$ cat config.mk
export PLATFORM = sky130hd
export DESIGN_NAME = frontend_top
export DESIGN_NICKNAME = d
export VERILOG_FILES = /design/src/hdc_pkg.sv /design/src/fe_id_if.sv /design/src/frontend_top.sv /design/src/id_stage.sv /design/src/decoder.sv /design/src/fetch_stage.sv /design/src/stage_reg.sv
export SDC_FILE = /design/constraint.sdc
export NUM_CORES = 1
export LEC_CHECK = 0
export ABC_CLOCK_PERIOD_IN_PS = 4950
export BUFFER_PORTS_ARGS = -buffer_cell sky130_fd_sc_hd__buf_2
export CAP_MARGIN = 20
export CORE_MARGIN = 2
export CORE_UTILIZATION = 23
export CTS_CLUSTER_SIZE = 14
export DETAILED_ROUTE_END_ITERATION = 8
export GPL_TIMING_DRIVEN = 0
export PLACE_DENSITY = 0.37
export RECOVER_POWER = 50
export REMOVE_ABC_BUFFERS = 1
export SLEW_MARGIN = 20
export SYNTH_ARGS = -nofsm -noshare
export SYNTH_HDL_FRONTEND = slang
export SYNTH_SLANG_ARGS = --single-unit
$ cat constraint.sdc
create_clock -name s_clk_i -period 4.95 [get_ports s_clk_i]
set_clock_uncertainty 0.1 [all_clocks]
set_input_delay 0.7425 -clock s_clk_i [delete_from_list [all_inputs] [get_ports s_clk_i]]
set_output_delay 0.7425 -clock s_clk_i [all_outputs]
set_load 0.02 [all_outputs]
$ cat src/hdc_pkg.sv
//====================================================================
// Shared field types, fetch and decode payload structs,
// RV32I opcode values and control bit positions
//====================================================================

package hdc_pkg;

    // Field types
    typedef logic [4:0] rf_add_t;   // Register file address
    typedef logic [3:0] f_part_t;   // {instr[30] or 0, funct3}
    typedef logic [2:0] sctrl_t;    // Source control
    typedef logic [6:0] ictrl_t;    // Instruction control
    typedef logic [1:0] imiscon_t;  // Misconduct code

    // Source control bit positions
    localparam int SCTRL_RS1 = 0;   // Reads rs1
    localparam int SCTRL_RS2 = 1;   // Reads rs2
    localparam int SCTRL_IMM = 2;   // Uses the immediate

    // Instruction control bit positions
    localparam int ICTRL_ALU    = 0;
    localparam int ICTRL_LOAD   = 1;
    localparam int ICTRL_STORE  = 2;
    localparam int ICTRL_BRANCH = 3;
    localparam int ICTRL_JUMP   = 4;
    localparam int ICTRL_UPPER  = 5;
    localparam int ICTRL_RD     = 6;   // Writes rd

    // Misconduct codes
    localparam imiscon_t IMISCON_FREE    = 2'b00;
    localparam imiscon_t IMISCON_ILLEGAL = 2'b01;
    localparam imiscon_t IMISCON_BUSERR  = 2'b10;

    // RV32I major opcodes
    localparam logic [6:0] OPC_LUI    = 7'b0110111;
    localparam logic [6:0] OPC_AUIPC  = 7'b0010111;
    localparam logic [6:0] OPC_JAL    = 7'b1101111;
    localparam logic [6:0] OPC_JALR   = 7'b1100111;
    localparam logic [6:0] OPC_BRANCH = 7'b1100011;
    localparam logic [6:0] OPC_LOAD   = 7'b0000011;
    localparam logic [6:0] OPC_STORE  = 7'b0100011;
    localparam logic [6:0] OPC_OPIMM  = 7'b0010011;
    localparam logic [6:0] OPC_OP     = 7'b0110011;

    // Word handed from fetch to decode
    typedef struct packed {
        logic [31:0] pc;
        logic [31:0] instr;
        logic        berr;     // Bus error on this fetch
    } feid_t;

    // Decoded instruction held in the ID/OP register
    typedef struct packed {
        logic [31:0] pc;
        rf_add_t     rd;
        rf_add_t     rs1;
        rf_add_t     rs2;
        f_part_t     f;
        logic [31:0] imm;
        sctrl_t      sctrl;
        ictrl_t      ictrl;
        imiscon_t    imiscon;
    } idop_t;

endpackage
$ cat src/fe_id_if.sv
//====================================================================
// Fetch to decode handoff: FE/ID word, valid and take
//====================================================================

`timescale 1ns/100ps

interface fe_id_if;

    logic          valid;    // FE/ID register holds a word
    hdc_pkg::feid_t payload;
    logic          take;     // Decode writes the word this cycle

    // Fetch side owns the FE/ID register
    modport fe (
        output valid,
        output payload,
        input  take
    );

    // Decode side consumes it
    modport id (
        input  valid,
        input  payload,
        output take
    );

endinterface

$ cat src/frontend_top.sv
//====================================================================
// Front end top level: fetch and decode with plain ports
//====================================================================

`timescale 1ns/100ps

module frontend_top #(
    parameter logic [31:0] RESET_PC = 32'h0000_0000
) (
    input  logic                s_clk_i,
    input  logic                rst_n_i,

    output logic                wb_cyc_o,
    output logic                wb_stb_o,
    output logic                wb_we_o,
    output logic [31:0]         wb_adr_o,
    output logic [3:0]          wb_sel_o,
    input  logic [31:0]         wb_dat_i,
    input  logic                wb_ack_i,
    input  logic                wb_err_i,

    input  logic                stall_i,
    input  logic                flush_i,
    input  logic [31:0]         flush_pc_i,   // New fetch address on flush

    output logic                op_valid_o,
    output logic [31:0]         op_pc_o,
    output hdc_pkg::rf_add_t    op_rd_o,
    output hdc_pkg::rf_add_t    op_rs1_o,
    output hdc_pkg::rf_add_t    op_rs2_o,
    output hdc_pkg::f_part_t    op_f_o,
    output logic [31:0]         op_imm_o,
    output hdc_pkg::sctrl_t     op_sctrl_o,
    output hdc_pkg::ictrl_t     op_ictrl_o,
    output hdc_pkg::imiscon_t   op_imiscon_o
);

    hdc_pkg::idop_t idop;

    fe_id_if u_fe_id ();

    fetch_stage #(.RESET_PC(RESET_PC)) u_fetch (
        .s_clk_i    (s_clk_i),
        .rst_n_i    (rst_n_i),
        .flush_i    (flush_i),
        .flush_pc_i (flush_pc_i),
        .wb_cyc_o   (wb_cyc_o),
        .wb_stb_o   (wb_stb_o),
        .wb_we_o    (wb_we_o),
        .wb_adr_o   (wb_adr_o),
        .wb_sel_o   (wb_sel_o),
        .wb_dat_i   (wb_dat_i),
        .wb_ack_i   (wb_ack_i),
        .wb_err_i   (wb_err_i),
        .fe_id      (u_fe_id.fe)
    );

    id_stage u_id (
        .s_clk_i    (s_clk_i),
        .rst_n_i    (rst_n_i),
        .stall_i    (stall_i),
        .flush_i    (flush_i),
        .fe_id      (u_fe_id.id),
        .op_valid_o (op_valid_o),
        .op_o       (idop)
    );

    // ID/OP fields out to the operand stage
    assign op_pc_o      = idop.pc;
    assign op_rd_o      = idop.rd;
    assign op_rs1_o     = idop.rs1;
    assign op_rs2_o     = idop.rs2;
    assign op_f_o       = idop.f;
    assign op_imm_o     = idop.imm;
    assign op_sctrl_o   = idop.sctrl;
    assign op_ictrl_o   = idop.ictrl;
    assign op_imiscon_o = idop.imiscon;

endmodule

$ cat src/id_stage.sv
//====================================================================
// Decode stage: decoder, stall qualification and the ID/OP register
//====================================================================

`timescale 1ns/100ps

module id_stage (
    input  logic           s_clk_i,
    input  logic           rst_n_i,
    input  logic           stall_i,     // Back-pressure from operand stage
    input  logic           flush_i,

    fe_id_if.id            fe_id,

    output logic           op_valid_o,
    output hdc_pkg::idop_t op_o
);

    hdc_pkg::idop_t dec;
    hdc_pkg::idop_t idop_w;
    logic           idop_empty;
    logic           stall_id;
    logic           idop_we;

    decoder u_decoder (
        .instr_i (fe_id.payload.instr),
        .pc_i    (fe_id.payload.pc),
        .berr_i  (fe_id.payload.berr),
        .idop_o  (dec)
    );

    // ID/OP holds nothing executable
    assign idop_empty = ~op_valid_o |
                        ((op_o.ictrl == '0) && (op_o.imiscon == hdc_pkg::IMISCON_FREE));

    // A stall only matters when there is something to hold
    assign stall_id = stall_i & ~idop_empty;

    assign idop_we    = flush_i | ~stall_id;
    assign fe_id.take = fe_id.valid & ~stall_id & ~flush_i;

    always_comb begin
        idop_w = dec;
        // Empty slot on flush or when no word is waiting
        if (flush_i || !fe_id.valid) begin
            idop_w.ictrl   = '0;
            idop_w.imiscon = hdc_pkg::IMISCON_FREE;
        end
    end

    stage_reg #(.T(hdc_pkg::idop_t)) u_idop_reg (
        .s_clk_i (s_clk_i),
        .rst_n_i (rst_n_i),
        .we_i    (idop_we),
        .flush_i (flush_i),
        .valid_i (fe_id.valid),
        .data_i  (idop_w),
        .valid_o (op_valid_o),
        .data_o  (op_o)
    );

endmodule

$ cat src/decoder.sv
//====================================================================
// Combinational RV32I decoder producing the ID/OP entry
//====================================================================

`timescale 1ns/100ps

module decoder (
    input  logic [31:0]    instr_i,
    input  logic [31:0]    pc_i,
    input  logic           berr_i,
    output hdc_pkg::idop_t idop_o
);

    logic [6:0]  opcode;
    logic [2:0]  funct3;
    logic        is_shift;
    logic [31:0] imm_i;
    logic [31:0] imm_s;
    logic [31:0] imm_b;
    logic [31:0] imm_u;
    logic [31:0] imm_j;

    assign opcode = instr_i[6:0];
    assign funct3 = instr_i[14:12];
    // SLLI, SRLI and SRAI carry bit 30 like the R-type ops
    assign is_shift = (opcode == hdc_pkg::OPC_OPIMM) && (funct3[1:0] == 2'b01);

    // Immediate formats, sign bit is always instr[31]
    assign imm_i = {{20{instr_i[31]}}, instr_i[31:20]};
    assign imm_s = {{20{instr_i[31]}}, instr_i[31:25], instr_i[11:7]};
    assign imm_b = {{19{instr_i[31]}}, instr_i[31], instr_i[7], instr_i[30:25],
                    instr_i[11:8], 1'b0};
    assign imm_u = {instr_i[31:12], 12'b0};
    assign imm_j = {{11{instr_i[31]}}, instr_i[31], instr_i[19:12], instr_i[20],
                    instr_i[30:21], 1'b0};

    always_comb begin
        idop_o         = '0;
        idop_o.pc      = pc_i;
        idop_o.rd      = instr_i[11:7];
        idop_o.rs1     = instr_i[19:15];
        idop_o.rs2     = instr_i[24:20];
        idop_o.f       = {1'b0, funct3};
        idop_o.imiscon = hdc_pkg::IMISCON_FREE;

        case (opcode)
            hdc_pkg::OPC_LUI, hdc_pkg::OPC_AUIPC: begin
                idop_o.imm                        = imm_u;
                idop_o.sctrl[hdc_pkg::SCTRL_IMM]  = 1'b1;
                idop_o.ictrl[hdc_pkg::ICTRL_UPPER] = 1'b1;
            end
            hdc_pkg::OPC_JAL: begin
                idop_o.imm                        = imm_j;
                idop_o.sctrl[hdc_pkg::SCTRL_IMM]  = 1'b1;
                idop_o.ictrl[hdc_pkg::ICTRL_JUMP] = 1'b1;
            end
            hdc_pkg::OPC_JALR: begin
                idop_o.imm                        = imm_i;
                idop_o.sctrl[hdc_pkg::SCTRL_RS1]  = 1'b1;
                idop_o.sctrl[hdc_pkg::SCTRL_IMM]  = 1'b1;
                idop_o.ictrl[hdc_pkg::ICTRL_JUMP] = 1'b1;
            end
            hdc_pkg::OPC_BRANCH: begin
                idop_o.imm                          = imm_b;
                idop_o.sctrl                        = '1;   // rs1, rs2 and offset
                idop_o.ictrl[hdc_pkg::ICTRL_BRANCH] = 1'b1;
            end
            hdc_pkg::OPC_LOAD: begin
                idop_o.imm                        = imm_i;
                idop_o.sctrl[hdc_pkg::SCTRL_RS1]  = 1'b1;
                idop_o.sctrl[hdc_pkg::SCTRL_IMM]  = 1'b1;
                idop_o.ictrl[hdc_pkg::ICTRL_LOAD] = 1'b1;
            end
            hdc_pkg::OPC_STORE: begin
                idop_o.imm                         = imm_s;
                idop_o.sctrl                       = '1;
                idop_o.ictrl[hdc_pkg::ICTRL_STORE] = 1'b1;
            end
            hdc_pkg::OPC_OPIMM: begin
                idop_o.imm                       = imm_i;
                idop_o.f                         = {is_shift & instr_i[30], funct3};
                idop_o.sctrl[hdc_pkg::SCTRL_RS1] = 1'b1;
                idop_o.sctrl[hdc_pkg::SCTRL_IMM] = 1'b1;
                idop_o.ictrl[hdc_pkg::ICTRL_ALU] = 1'b1;
            end
            hdc_pkg::OPC_OP: begin
                idop_o.f                         = {instr_i[30], funct3};  // SUB, SRA
                idop_o.sctrl[hdc_pkg::SCTRL_RS1] = 1'b1;
                idop_o.sctrl[hdc_pkg::SCTRL_RS2] = 1'b1;
                idop_o.ictrl[hdc_pkg::ICTRL_ALU] = 1'b1;
            end
            default: begin
                idop_o.imiscon = hdc_pkg::IMISCON_ILLEGAL;
            end
        endcase

        // Everything except store and branch writes rd
        if (idop_o.ictrl != '0 &&
            !idop_o.ictrl[hdc_pkg::ICTRL_STORE] && !idop_o.ictrl[hdc_pkg::ICTRL_BRANCH]) begin
            idop_o.ictrl[hdc_pkg::ICTRL_RD] = 1'b1;
        end

        // Bus error wins, the word itself is meaningless
        if (berr_i) begin
            idop_o.ictrl   = '0;
            idop_o.imiscon = hdc_pkg::IMISCON_BUSERR;
        end
    end

endmodule

$ cat src/fetch_stage.sv
//====================================================================
// Fetch stage: program counter, Wishbone classic read master,
// flush redirect and the FE/ID register
//====================================================================

`timescale 1ns/100ps

module fetch_stage #(
    parameter logic [31:0] RESET_PC = 32'h0000_0000
) (
    input  logic        s_clk_i,
    input  logic        rst_n_i,
    input  logic        flush_i,
    input  logic [31:0] flush_pc_i,

    // Wishbone classic master
    output logic        wb_cyc_o,
    output logic        wb_stb_o,
    output logic        wb_we_o,
    output logic [31:0] wb_adr_o,
    output logic [3:0]  wb_sel_o,
    input  logic [31:0] wb_dat_i,
    input  logic        wb_ack_i,
    input  logic        wb_err_i,

    fe_id_if.fe         fe_id
);

    logic [31:0]    pc_q;
    logic [31:0]    adr_q;      // Bus address held for the open cycle
    logic           busy_q;     // Bus cycle open
    logic           drop_q;     // Open cycle was flushed so its data is dropped
    logic           bus_done;
    logic           accept;
    logic           slot_free;
    logic           issue;
    logic           feid_we;
    hdc_pkg::feid_t feid_w;

    assign bus_done  = busy_q & (wb_ack_i | wb_err_i);
    assign accept    = bus_done & ~drop_q & ~flush_i;     // Response goes into FE/ID
    // FE/ID empty now or its word leaves on this edge
    assign slot_free = ~fe_id.valid | fe_id.take;
    assign issue     = ~busy_q & (flush_i | slot_free);

    always_ff @(posedge s_clk_i) begin
        if (!rst_n_i) begin
            pc_q   <= RESET_PC;
            adr_q  <= RESET_PC;
            busy_q <= 1'b0;
            drop_q <= 1'b0;
        end else begin
            if (flush_i) begin
                pc_q <= flush_pc_i;             // Redirect at once
            end else if (accept) begin
                pc_q <= pc_q + 32'd4;
            end

            if (bus_done) begin
                busy_q <= 1'b0;
            end else if (issue) begin
                busy_q <= 1'b1;
                adr_q  <= flush_i ? flush_pc_i : pc_q;
            end

            // A flush while waiting keeps the cycle open but marks it stale
            if (bus_done) begin
                drop_q <= 1'b0;
            end else if (flush_i && busy_q) begin
                drop_q <= 1'b1;
            end
        end
    end

    assign wb_cyc_o = busy_q;
    assign wb_stb_o = busy_q;
    assign wb_we_o  = 1'b0;         // Read only
    assign wb_adr_o = adr_q;
    assign wb_sel_o = 4'hF;

    assign feid_w  = '{pc: pc_q, instr: wb_dat_i, berr: wb_err_i};
    assign feid_we = accept | (fe_id.valid & fe_id.take);

    stage_reg #(.T(hdc_pkg::feid_t)) u_feid_reg (
        .s_clk_i (s_clk_i),
        .rst_n_i (rst_n_i),
        .we_i    (feid_we),
        .flush_i (flush_i),
        .valid_i (accept),
        .data_i  (feid_w),
        .valid_o (fe_id.valid),
        .data_o  (fe_id.payload)
    );

endmodule

$ cat src/stage_reg.sv
//====================================================================
// Generic pipeline register with valid bit, write enable and flush
//====================================================================

`timescale 1ns/100ps

module stage_reg #(
    parameter type T = logic
) (
    input  logic s_clk_i,
    input  logic rst_n_i,
    input  logic we_i,
    input  logic flush_i,
    input  logic valid_i,
    input  T     data_i,
    output logic valid_o,
    output T     data_o
);

    logic valid_q;
    T     data_q;

    // Valid clears on reset and flush
    always_ff @(posedge s_clk_i) begin
        if (!rst_n_i || flush_i) begin
            valid_q <= 1'b0;
        end else if (we_i) begin
            valid_q <= valid_i;
        end
    end

    always_ff @(posedge s_clk_i) begin
        if (we_i) begin
            data_q <= data_i;
        end
    end

    assign valid_o = valid_q;
    assign data_o  = data_q;

endmodule

After elaboration in Yosys (flattened, before gate mapping)
Cells that the tools add are included.
Widths: inputs -> output; s select.
{ "op_classes": {"n_mux": 16, "add_sub_neg": 1, "n_bitwise": 24, "reduce_logical": 25, "eq_ne": 10} }
{ "op_table": {"columns": ["operator", "n"], "rows": [
  ["$pmux 33 s5", 1],
  ["$mux 32", 3],
  ["$add 32x3->32 const B", 1],
  ["$eq 7x6->1 const B", 3],
  ["$eq 7x7->1 const B", 3],
  ["$eq 7x5->1 const B", 2],
  ["$mux 1", 10],
  ["$reduce_or 2->1", 5],
  ["$and 1x1->1", 9],
  ["$not 1->1", 9],
  ["$reduce_or 9->1", 1],
  ["$pmux 4 s2", 1],
  ["$eq 7x2->1 const B", 1],
  ["$logic_not 7->1", 1],
  ["$or 1x1->1", 6],
  ["$reduce_bool 6->1", 1],
  ["$reduce_or 3->1", 2],
  ["$reduce_or 6->1", 1],
  ["$logic_and 1x1->1", 5],
  ["$logic_not 1->1", 4],
  ["$eq 2x1->1 const B", 1],
  ["$logic_not 2->1", 1],
  ["$logic_or 1x1->1", 2],
  ["$mux 2", 1],
  ["other kinds (2)", 2]
]} }
{ "word_totals": {"elab_cells": 95, "out_inout_bits": 135, "reg_bits": 228, "input_bits": 70} }

Longest topological paths before layout
Gate-level depths: netlist of run 1.
{ "logic_depth": {"word_depth": 12, "ltp_mapped": 7, "ltp_nobuf": 4} }

Hierarchy
Synthesis of run 1 repeated with hierarchy kept, for this count alone.
{ "unflattened": {"cells_unflattened": 723, "area_unflattened_um2": 9258.9} }
{ "modules_own_cells": {"columns": ["mod", "cells_each", "area_each_um2", "n_inst", "seq_area_each_um2"], "rows": [
  ["fetch_stage", 376, 3175.5, 1, 1321.3],
  ["stage_reg (u_id.u_idop_reg)", 98, 2895.3, 1, 2872.8],
  ["stage_reg (u_fetch.u_feid_reg)", 68, 1994.4, 1, 1971.9],
  ["decoder", 164, 1093.5, 1, 0.0],
  ["id_stage", 17, 100.1, 1, 0.0]
]} }

Worst setup path after synthesis of run 1
Ideal clock, no wire load.
{ "synth_path": {"kind": "in2reg", "from": "input port flush_i", "to": "register u_id.u_idop_reg.data_q, in the netlist u_id.u_idop_reg.data_o[0], enable pin", "path_stages": 4, "setup_ns": 0.891, "t_arrival_ns": 2.889, "n_path_buf": 2, "required_ns": 3.959, "path_slack_ns": 1.070, "cell_sequence": "buf_2 inv_1 clkbuf_1 nand2_1"} }
{ "synth_via": {"elab_chain_len": 1} }
{ "synth_rtl": {"columns": ["element", "line_no", "text"], "rows": [
  ["from (decl)", "frontend_top.sv:23", "input logic flush_i,"],
  ["$or 1x1->1", "id_stage.sv:39", "assign idop_we = flush_i | ~stall_id;"],
  ["via u_id.idop_we", "id_stage.sv:23", "logic idop_we;"],
  ["to (signal assigned)", "stage_reg.sv:34", "data_q <= data_i;"],
  ["to (decl)", "stage_reg.sv:21", "T data_q;"]
]} }
The timed path passes the listed nets, and every way through them passes these cells.
A chain may end at the register's enable or synchronous reset.

Worst setup path after layout of run 1
{ "layout_path": {"from": "input port flush_i", "to": "register u_fetch.u_feid_reg.data_q, in the netlist u_fetch.u_feid_reg.data_o[23], enable pin"} }
{ "layout_via": {"elab_chain_len": 4, "word_cells_on_any_way": 5, "cone_classes": "bitwise: 5"} }
{ "layout_rtl": {"columns": ["element", "line_no", "text"], "rows": [
  ["$not 1->1 (*)", "id_stage.sv:40, fetch_stage.sv:41", null],
  ["$and 1x1->1", "id_stage.sv:40", "assign fe_id.take = fe_id.valid & ~stall_id & ~flush_i;"],
  ["$and 1x1->1", "fetch_stage.sv:82", "assign feid_we = accept | (fe_id.valid & fe_id.take);"],
  ["$or 1x1->1 (*)", "fetch_stage.sv:82", null],
  ["via u_fetch.feid_we", "fetch_stage.sv:37", "logic feid_we;"],
  ["to (signal assigned)", "stage_reg.sv:34", null],
  ["to (decl)", "stage_reg.sv:21", null]
]} }
Mark *: on every way through the listed nets, which the timed path passes. The rest lies on a longest branch.

==> results of run 1 <==
-- flip-flops by register name (all words and copies together), names as in the netlist --
name / cells
u_fetch.pc_q: 32
u_fetch.u_feid_reg.valid_o: 1
u_id.u_idop_reg.valid_o: 1
u_fetch.wb_cyc_o: 1
u_id.u_idop_reg.data_o: 95
u_fetch.u_feid_reg.data_o: 65
u_fetch.wb_adr_o: 32
u_fetch.drop_q: 1
-- per-stage QoR --
stage,cells,util,hold slack [ns]
after global routing,1444,0.293,0.219
final,1444,0.293,0.254
after CTS,1444,0.297,0.210
after floorplan,658,-,0.300
after global placement,1382,0.267,0.303
after detailed placement,1390,0.273,0.305
-- worst max path at each step --
stage / startpoint / end / cells after the start
2_1_floorplan: flush_i / u_id.u_idop_reg.data_o[0] / 2
4_1_cts: u_id.u_idop_reg.data_o[6] / u_fetch.u_feid_reg.data_o[11] / 5
5_1_grt: flush_i / u_fetch.u_feid_reg.data_o[12] / 5
3_3_place_gp: flush_i / u_id.u_idop_reg.data_o[16] / 3
3_5_place_dp: flush_i / u_fetch.u_feid_reg.data_o[33] / 5
6_report: flush_i / u_fetch.u_feid_reg.data_o[23] / 5
-- cell type report --
class	instances	area [µm²]
fill	4171	28100
clock inverter	17	163
inverter	10	37.5
tap	525	657
clock buffer	37	796
multi-input combinational	420	2790
sequential	228	6170
timing repair buffer	207	1040
-- critical path, cell delays in order --
cell and delay (ns):
clkbuf_1 0.52, buf_16 0.43, inv_1 0.96, o21a_4 0.59, buf_16 0.30
-- cell families after synthesis --
| logic type | after synthesis | synth area share |
|---|---|---|
| AND/OR/NAND/NOR | 246 | 0.151 |
| flip-flops | 228 | 0.667 |
| AO/OA/AOI/OAI | 154 | 0.129 |
| buffers and inverters | 64 | 0.0348 |
| multiplexers | 9 | 0.0100 |
| XOR/XNOR | 5 | 0.00474 |
| other | 2 | 0.000813 |
| adder cells (fa/ha/maj) | 1 | 0.00135 |
-- Yosys cell counts, types with 15 or more instances --
master / count
clkbuf_1: 27
dfxtp_1: 68
nand4_1: 21
a21o_1: 19
nor2b_1: 19
o21ai_0: 25
nand2_1: 48
o211a_1: 32
and2_1: 15
nor2_1: 26
nand3_1: 28
nor3_1: 15
edfxtp_1: 160
-- power breakdown --
group / switching, W / internal [W]
registers: 0.0000722 / 0.00213
logic: 0.000211 / 0.000118
clock network: 0.000868 / 0.00125
total: 0.00115 / 0.00350
-- per-layer routing --
metal / wire (µm) / track usage
met1: 13400 / 0.178
met2: 12600 / 0.210
met3: 1590 / 0.0284
met4: 513 / 0.0352
met5: 16 / 0
==> results.md, run 1 <==
- Outcome: completed
- Pwr dens: approximately 400 nW/µm²
- Leading area contributor after synthesis: edfxtp_1
- RR Endpoint: u_fetch.u_feid_reg.data_o[23]
- Register area share after synthesis: 0.667
- Die Height: slightly above 200 µm
- Design Area, Final: roughly 12000 µm²
- Total Power: 0.00465 W
- Seq cells post-synth: between 200 and 250
- Wire per inst: between 15 and 20 µm
- Startpoint type of the worst setup path: input pin
- Root Driver: clkbuf_16
- ANT nets after route: 0
- Final hold viol count: 0
- Post_cts resized: 0
- CTS H-tree depth: 1
- Post-synth ARST share: 0
- Total number of vias: 6495
- Core area: about 40000 µm²
- GPL Wtd Cong: roughly 0.73
- Final TNS setup: 0 ns
- Io pins: 205
- Layout Nets: ~970
- Reg2reg start: u_id.u_idop_reg.data_o[6]
- CTS Buf Count: 29
- Clock sinks: around 230
- Port bufs: just under 200
- Element type at the critical path end: register
- Hold Path Stages: 1
- Setup-failing EPs final: 0
- Area fraction of the dominant cell type after synthesis: 0.520
- Pleak: about 4.6 nW
- Largest net degree at the start of global routing: 63
- Die X: ~200 µm
- YS warnings: 0
- Pre-CTS setup slack: roughly 1.8 ns
- Initial antenna violation count: 2
- Worst hold path type: input pin to register
- Fmax: between 200 and 300 MHz
- Type of the worst setup path: input pin to register
- Total gr overflow: 0
- Share of post-route cells with drive strength above 1: 0.164
- EDFF count, synth: 160
- Vias in the first global route: approximately 6500
- Vias per std cell: 4.50
- Clock slew at reported path FFs: ~0.060 ns
- Hold Startpoint: wb_dat_i[0]
- Slew Limit Fails: 0
- Synth-to-layout area growth: 26.1%
- Clock tree buffer depth: 3
- Final worst slack: ~1.5 ns
- Top FF cell, synth: edfxtp_1
- Diode count: 0
- RSZ-0062 raised after global routing: false
- Worst skew pair latency: between 0.5 and 0.6 ns
- Mapped Avg Cell Area: ~13 µm²
- Relative slew slack: 0.106
- Area post-placement: around 11000 µm²
- Max VDD drop: between 0.2 and 0.25 mV
- Worst R2R Setup Slack: 2.11 ns
- Commonest non-fill, non-tap cell in the layout: edfxtp_1
- Drt pass-1 iters: 4
- Worst Path Max Fanout: a little over 60
- Arrival time worst endpoint: 3.63 ns
- Cell variety after synth: 71
- Most frequent cells in the layout: 160 x edfxtp_1, 132 x clkbuf_1, 70 x buf_2
- Minimum clock period: 3.50 ns
- Post-DP HPWL: roughly 19000 µm
- Final worst path period share: 0.707
- Hold-fix buffers, CTS: 0
- Cell area after synthesis: roughly 9200 µm²
- Max-Cap Viols: 0
- Hold Path Sink: u_fetch.u_feid_reg.data_o[1]
- Detailed Route Iter0 Violations: ~290
- Data required, critical path: 5.08 ns
- First-pass GRT wire length: slightly above 40000 µm
- R2R depth: 5
- Routed WL: 28100 µm
- Post-CTS Setup Bufs: 0
- Pin slew with the least headroom to its limit: about 1.3 ns
- Die area: around 42000 µm²
- # rows: 73
- CTS tree: yes
- Drc violations: 0
- Cells after synthesis: between 700 and 800
- Main area contributors after synthesis: edfxtp_1 52%, dfxtp_1 15%, o211a_1 3.5%
- Global Route Usage Sum: 0.131
- Initial Util: 0.233
(Power assumes the default switching activity.)
==> run 2, diff against run 1 <==
ABC_CLOCK_PERIOD_IN_PS = 2990   (was 4950)
PLACE_DENSITY = 0.39   (was 0.37)
clock period = 2.99 ns   (was 4.95 ns; I/O delays follow)
==> results.md, run 2 (synthesis results as in run 1) <==
- Final hold viol count: 0 (unchanged)
- Detailed Route Iter0 Violations: 370 (was 286)
- Startpoint type of the worst setup path: register (was input pin)
- Critical path buffers and inverters: 1 (was 4)
- CP delay by family, top: compound AO/OA/AOI/OAI gates (was buffers and inverters)
- Commonest non-fill, non-tap cell in the layout: edfxtp_1 (unchanged)
- DR WL met3: 1680 µm (was 1590 µm)
- CTS Buf Count: 28 (was 29)
- Share of post-route cells with drive strength above 1: 0.159 (was 0.164)
- WL met2: 12900 µm (was 12600 µm)
- Worst R2R Setup Slack: 0.25 ns (was 2.11 ns)
- R2R depth: 5 (unchanged)
- RSZ-0062 raised after global routing: false (unchanged)
- # rows: 73 (unchanged)
- Worst hold slack: 0.0393 ns (was 0.254 ns)
- Fill count: 4147 (was 4171)
- Crit path largest cell delay: 0.64 ns (was 0.96 ns)
- Vias per std cell: 4.55 (was 4.50)
- Relative slew slack: 0.250 (was 0.106)
- Routed WL: 28600 µm (was 28100 µm)
- Vias in the first global route: 6716 (was 6451)
- Initial Util: 0.233 (unchanged)
- Pin slew with the least headroom to its limit: 1.12 ns (was 1.34 ns)
- Clock tree buffer depth: 3 (unchanged)
- Slew Limit Fails: 0 (unchanged)
- Type of the worst setup path: register to register (was input pin to register)
- Most frequent cells in the layout: 160 x edfxtp_1, 133 x clkbuf_1, 67 x dfxtp_1 (was 160 x edfxtp_1, 132 x clkbuf_1, 70 x buf_2)
- Number of flip-flops in the largest register: 95 (unchanged)
- Minimum clock period: about 2.7 ns
- Hold Startpoint: flush_pc_i[16] (was wb_dat_i[0])
- Critical path launch point: u_id.u_idop_reg.data_o[8] (was flush_i)
- CP max-delay cell: a21oi_4 (was inv_1)
- Post-CTS Setup Bufs: 0 (unchanged)
- Clock slew at reported path FFs: 0.06 ns (about the same)
- Pre-CTS setup slack: 0.155 ns (was 1.76 ns)
- Io pins: 205 (unchanged)
- ANT nets after route: 0 (unchanged)
- Final worst slack: 0.254 ns (was 1.45 ns)
- GPL Wtd Cong: 0.709 (was 0.731)
- Reg2reg start: u_id.u_idop_reg.data_o[8] (was u_id.u_idop_reg.data_o[6])
- Drt pass-1 iters: 4 (unchanged)
- Met1 Wirelength: 13500 µm (was 13400 µm)
- CTS tree: yes (unchanged)
- Worst hold path type: input pin to register (unchanged)
- First-pass GRT wire length: 42500 µm (was 41600 µm)
- Placed cells: 1390 (unchanged)
- Crit path cell chain: nor4_1, a31oi_1, a21oi_4, buf_16, mux2_2 (was clkbuf_1, buf_16, inv_1, o21a_4, buf_16)
- Final cell count without fillers: 1478 (was 1444)
- Outcome: completed (unchanged)
- Data required, critical path: 3.35 ns (was 5.08 ns)
- Worst skew pair latency: 0.57 ns (was 0.56 ns)
- Arrival time worst endpoint: 3.09 ns (was 3.63 ns)
- Max-Cap Viols: 0 (unchanged)
- Total number of vias: 6722 (was 6495)
- Port bufs: 199 (unchanged)
- Worst Path Max Fanout: 20 (was 62)
- Die X: 204 µm (unchanged)
- Synth-to-layout area growth: 29.9% (was 26.1%)
- Drc violations: 0 (unchanged)
- Initial antenna violation count: 4 (was 2)
- Pleak: 4.74 nW (was 4.59 nW)
- Wire per inst: 19.4 µm (was 19.5 µm)
- Largest net degree at the start of global routing: 54 (was 63)
- Setup-failing EPs final: 0 (unchanged)
- Top layer in use: met5 (unchanged)
- Die Height: 204 µm (unchanged)
- Root Driver: clkbuf_16 (unchanged)
- RR Endpoint: u_fetch.wb_adr_o[1] (was u_fetch.u_feid_reg.data_o[23])
- Max VDD drop: 0.396 mV (was 0.219 mV)
- Element type at the critical path end: register (unchanged)
- Layout Nets: 1001 (was 967)
- Core area: 39700 µm² (unchanged)
- Die area: 41800 µm² (unchanged)
- Post-DP HPWL: 19000 µm (was 18900 µm)
- Pwr dens: 650 nW/µm² (was 399 nW/µm²)
- Final worst path period share: 0.915
- Clock sinks: 228 (unchanged)
- Fmax: approximately 370 MHz
- Worst path depth: 5 (unchanged)
- CTS H-tree depth: 1 (unchanged)
- Fin util: 0.302 (was 0.293)
- Global Route Usage Sum: 0.133 (was 0.131)
- Crit path capture: u_fetch.wb_adr_o[1] (was u_fetch.u_feid_reg.data_o[23])
- Total gr overflow: 0 (unchanged)
==> run 2: cell count changes in the layout (fill, tap and decap cells not counted), sizes merged <==
| cell | before | now |
|---|---|---|
| clkbuf | 165 | 164 |
| o21a | 1 | 2 |
| buf | 79 | 75 |
| clkinvlp | 4 | 1 |
| dlygate4sd3 | 0 | 34 |
| inv | 12 | 10 |
| diode | 0 | 1 |
| bufinv | 2 | 5 |
| clkinv | 9 | 14 |
==> run 2: metal layers <==
metal  global-route usage  vias up
met5                    0        -
met4               0.0308        2
met3               0.0276       42
met2                0.217      212
met1                0.182     3285
li1                     -     3181
==> run 2: worst min path at each step <==
stage | to | slack [ns] | cells past startpoint
2_1_floorplan | u_id.u_idop_reg.data_o[63] | 0.30 | 0
3_3_place_gp | u_id.u_idop_reg.data_o[71] | 0.30 | 0
3_5_place_dp | u_id.u_idop_reg.data_o[88] | 0.30 | 0
4_1_cts | u_fetch.pc_q[16] | 0.007 | 3
5_1_grt | u_fetch.pc_q[16] | 0.04 | 3
6_report | u_fetch.pc_q[16] | 0.04 | 3
==> run 2: layout make-up <==
type                            count  area [µm²]  share of cell area
Sequential cell                   228        6170               0.514
Antenna cell                        1        2.50            0.000209
Timing Repair Buffer              241        1360               0.113
Clock inverter                     20         241              0.0201
Multi-Input combinational cell    421        2810               0.234
Tap cell                          525         657              0.0547
Clock buffer                       32         726              0.0605
Inverter                           10        37.5             0.00313
==> run 2: power by group <==
| part | leakage [nW] | switching, W | internal [W] |
|---|---|---|---|
| clock network | 0.476 | 0.00140 | 0.00217 |
| logic | 2.00 | 0.000359 | 0.000222 |
| registers | 2.26 | 0.000120 | 0.00353 |
==> run 2: stage by stage <==
| step | area (µm²) | TNS, ns | power, W |
|---|---|---|---|
| finish | 12000 | 0 | 0.00780 |
| detailed placement | 10900 | 0 | 0.00429 |
| floorplan | 8970 | -85.20 | 0.00399 |
| global placement | 10600 | -647.55 | 0.00427 |
| global route | 12000 | 0 | 0.00812 |
| CTS | 12200 | 0 | 0.00796 |
==> run 2: worst reg2reg max path, stage by stage, from the launching register on <==
cell and delay, ns:
edfxtp_1 0.42, nor4_1 0.47, a31oi_1 0.42, a21oi_4 0.64, buf_16 0.25, mux2_2 0.36
==> run 2: timing repair <==
action / in CTS / in global routing
endpoints found under the setup margin: 0 / 2
endpoints found under the hold margin: 34 / 0
hold buffers: 34 / 0
gates resized for setup: 0 / 1
==> run 3, diff against run 2 <==
SYNTH_HIERARCHICAL = 1   (was not set)
==> results.md, run 3 <==
- Clock sinks: 228 (unchanged)
- Slew Limit Fails: 0 (unchanged)
- Worst hold path type: input pin to register (unchanged)
- Initial antenna violation count: 6 (was 4)
- Most frequent cells in the layout: 160 x edfxtp_1, 140 x clkbuf_1, 68 x dfxtp_1 (was 160 x edfxtp_1, 133 x clkbuf_1, 67 x dfxtp_1)
- Clock slew at reported path FFs: 0.06 ns (about the same)
- Die X: 205 µm (was 204 µm)
- Count leader, synth: edfxtp_1 (unchanged)
- Cell area after synthesis: 9260 µm² (was 9240 µm²)
- # rows: 73 (unchanged)
- Drt pass-1 iters: 4 (unchanged)
- Cells after synthesis: 723 (was 709)
- Number of flip-flops in the largest register: 95 (unchanged)
- Data required, critical path: 3.36 ns (was 3.35 ns)
- Fin util: 0.296 (was 0.302)
- Worst skew pair latency: 0.57 ns (about the same)
- Post_cts resized: 0 (unchanged)
- Total gr overflow: 0 (unchanged)
- Post-synth ARST share: 0 (unchanged)
- RSZ-0062 raised after global routing: false (unchanged)
- Total number of vias: 6205 (was 6722)
- Root Driver: clkbuf_16 (unchanged)
- Minimum clock period: 2.68 ns (was 2.74 ns)
- Area post-placement: 10500 µm² (was 10900 µm²)
- Mapped Avg Cell Area: 12.8 µm² (was 13.0 µm²)
- Final worst path period share: 0.896 (was 0.915)
- Core area: 39700 µm² (unchanged)
- YS warnings: 6 (was 0)
- Port bufs: 199 (unchanged)
- Pleak: 4.34 nW (was 4.74 nW)
- Top FF cell, synth: edfxtp_1 (unchanged)
- Max-Cap Viols: 0 (unchanged)
- Die Height: 205 µm (was 204 µm)
- CTS Buf Count: 29 (was 28)
- Vias per std cell: 4.27 (was 4.55)
- Initial Util: 0.233 (about the same)
- Final TNS setup: 0 ns (unchanged)
- Area fraction of the dominant cell type after synthesis: 0.519 (was 0.520)
- Relative slew slack: 0.342 (was 0.250)
- Total Power: 0.00806 W (was 0.00780 W)
- Largest net degree at the start of global routing: 48 (was 54)
- Arrival time worst endpoint: 3.05 ns (was 3.09 ns)
- Commonest non-fill, non-tap cell in the layout: edfxtp_1 (unchanged)
- Fmax: 373 MHz (was 365 MHz)
- Outcome: completed (unchanged)
- Pwr dens: 685 nW/µm² (was 650 nW/µm²)
- Synth-to-layout area growth: 27.0% (was 29.9%)
- CTS tree: yes (unchanged)
- Max VDD drop: 0.430 mV (was 0.396 mV)
- Startpoint type of the worst setup path: register (unchanged)
- Element type at the critical path end: register (unchanged)
- CTS H-tree depth: 1 (unchanged)
- Global Route Usage Sum: 0.121 (was 0.133)
- Die area: 41900 µm² (was 41800 µm²)
- Register area share after synthesis: 0.666 (was 0.667)
- Share of post-route cells with drive strength above 1: 0.153 (was 0.159)
- Vias in the first global route: 6176 (was 6716)
- Seq cells post-synth: 228 (unchanged)
- Clock tree buffer depth: 3 (unchanged)
- Drc violations: 0 (unchanged)
- Io pins: 205 (unchanged)
- Layout Nets: 971 (was 1001)
- Final hold viol count: 0 (unchanged)
- ANT nets after route: 0 (unchanged)
- First-pass GRT wire length: 38400 µm (was 42500 µm)
- Setup-failing EPs final: 0 (unchanged)
- Pin slew with the least headroom to its limit: 0.983 ns (was 1.12 ns)
- Wire per inst: 17.9 µm (was 19.4 µm)
- Routed WL: 26000 µm (was 28600 µm)
- Type of the worst setup path: register to register (unchanged)
- Main area contributors after synthesis: edfxtp_1 52%, dfxtp_1 15%, buf_4 4.6% (was edfxtp_1 52%, dfxtp_1 15%, o211a_1 3.5%)
- Cell variety after synth: 58 (was 71)
- Detailed Route Iter0 Violations: 283 (was 370)
- EDFF count, synth: 160 (unchanged)
- Post-DP HPWL: 17300 µm (was 19000 µm)
- Design Area, Final: 11800 µm² (was 12000 µm²)
- Worst Path Max Fanout: 11 (was 20)
- GPL Wtd Cong: 0.686 (was 0.709)
- Synth cell count leaders: 160 x edfxtp_1, 68 x dfxtp_1, 57 x buf_4 (was 160 x edfxtp_1, 68 x dfxtp_1, 48 x nand2_1)
- Leading area contributor after synthesis: edfxtp_1 (unchanged)
==> run 3: cell type report <==
cell class | instances | area [µm²]
Antenna cell | 4 | 10.0
Clock buffer | 35 | 778
Clock inverter | 19 | 300
Fill cell | 4197 | 28000
Inverter | 12 | 45.0
Multi-Input combinational cell | 391 | 2500
Sequential cell | 228 | 6170
Tap cell | 525 | 657
Timing Repair Buffer | 238 | 1300
==> run 3: worst max-delay path, stage by stage, from the launching register on <==
cell	delay [ns]
dfxtp_1	0.47
nand4_1	0.19
nor2_1	0.79
nand3_2	0.30
or4_1	0.56
a31oi_1	0.17
==> run 3: path summary, 6_finish.rpt <==
check / depth (start not counted) / startpoint / slack [ns] / end
setup reg to reg: 5 / u_fetch/pc_q[7] / 0.31 / u_fetch/pc_q[30]
hold reg to reg: 0 / u_fetch/u_feid_reg/data_o[48] / 0.31 / u_id/u_idop_reg/data_o[78]
setup / recovery: 5 / u_fetch/pc_q[7] / 0.31 / u_fetch/pc_q[30]
hold / removal: 3 / flush_pc_i[0] / 0.06 / u_fetch/pc_q[0]
==> run 3: cells by family after synthesis <==
family,share of synthesized area
flops,0.666
simple gates,0.119
compound gates,0.0951
buf+inv,0.0681
mux,0.0281
xor+xnor,0.0218
other cells,0.000811
fa+ha+maj,0.00135
==> run 3: routing by layer <==
| layer | global-route usage | part of all wire |
|---|---|---|
| met4 | 0.0326 | 0.017 |
| met2 | 0.203 | 0.48 |
| met1 | 0.152 | 0.43 |
| met3 | 0.0334 | 0.076 |
| met5 | 0 | 0.0010 |
==> run 3: repair_timing <==
| item | CTS | global route |
|---|---|---|
| hold buffers | 32 | 0 |
| endpoints found under the hold margin | 32 | 0 |
| setup buffers | 0 | 0 |
==> run 3: power by group <==
| group | internal (W) | switching (W) | total (W) |
|---|---|---|---|
| Combinational | 0.000191 | 0.000328 | 0.000520 |
| Clock | 0.00254 | 0.00140 | 0.00393 |
| Sequential | 0.00351 | 0.000101 | 0.00361 |
| Total | 0.00623 | 0.00183 | 0.00806 |
==> run 3: per-stage QoR <==
stage	setup slack [ns]	instances	hold WS, ns
after floorplan	-0.832	631	0.300
after global placement	-3.52	1355	0.302
after detailed placement	-0.127	1362	0.305
after CTS	0.236	1448	0.0244
after global routing	0.134	1448	0.0522
final	0.310	1452	0.0558
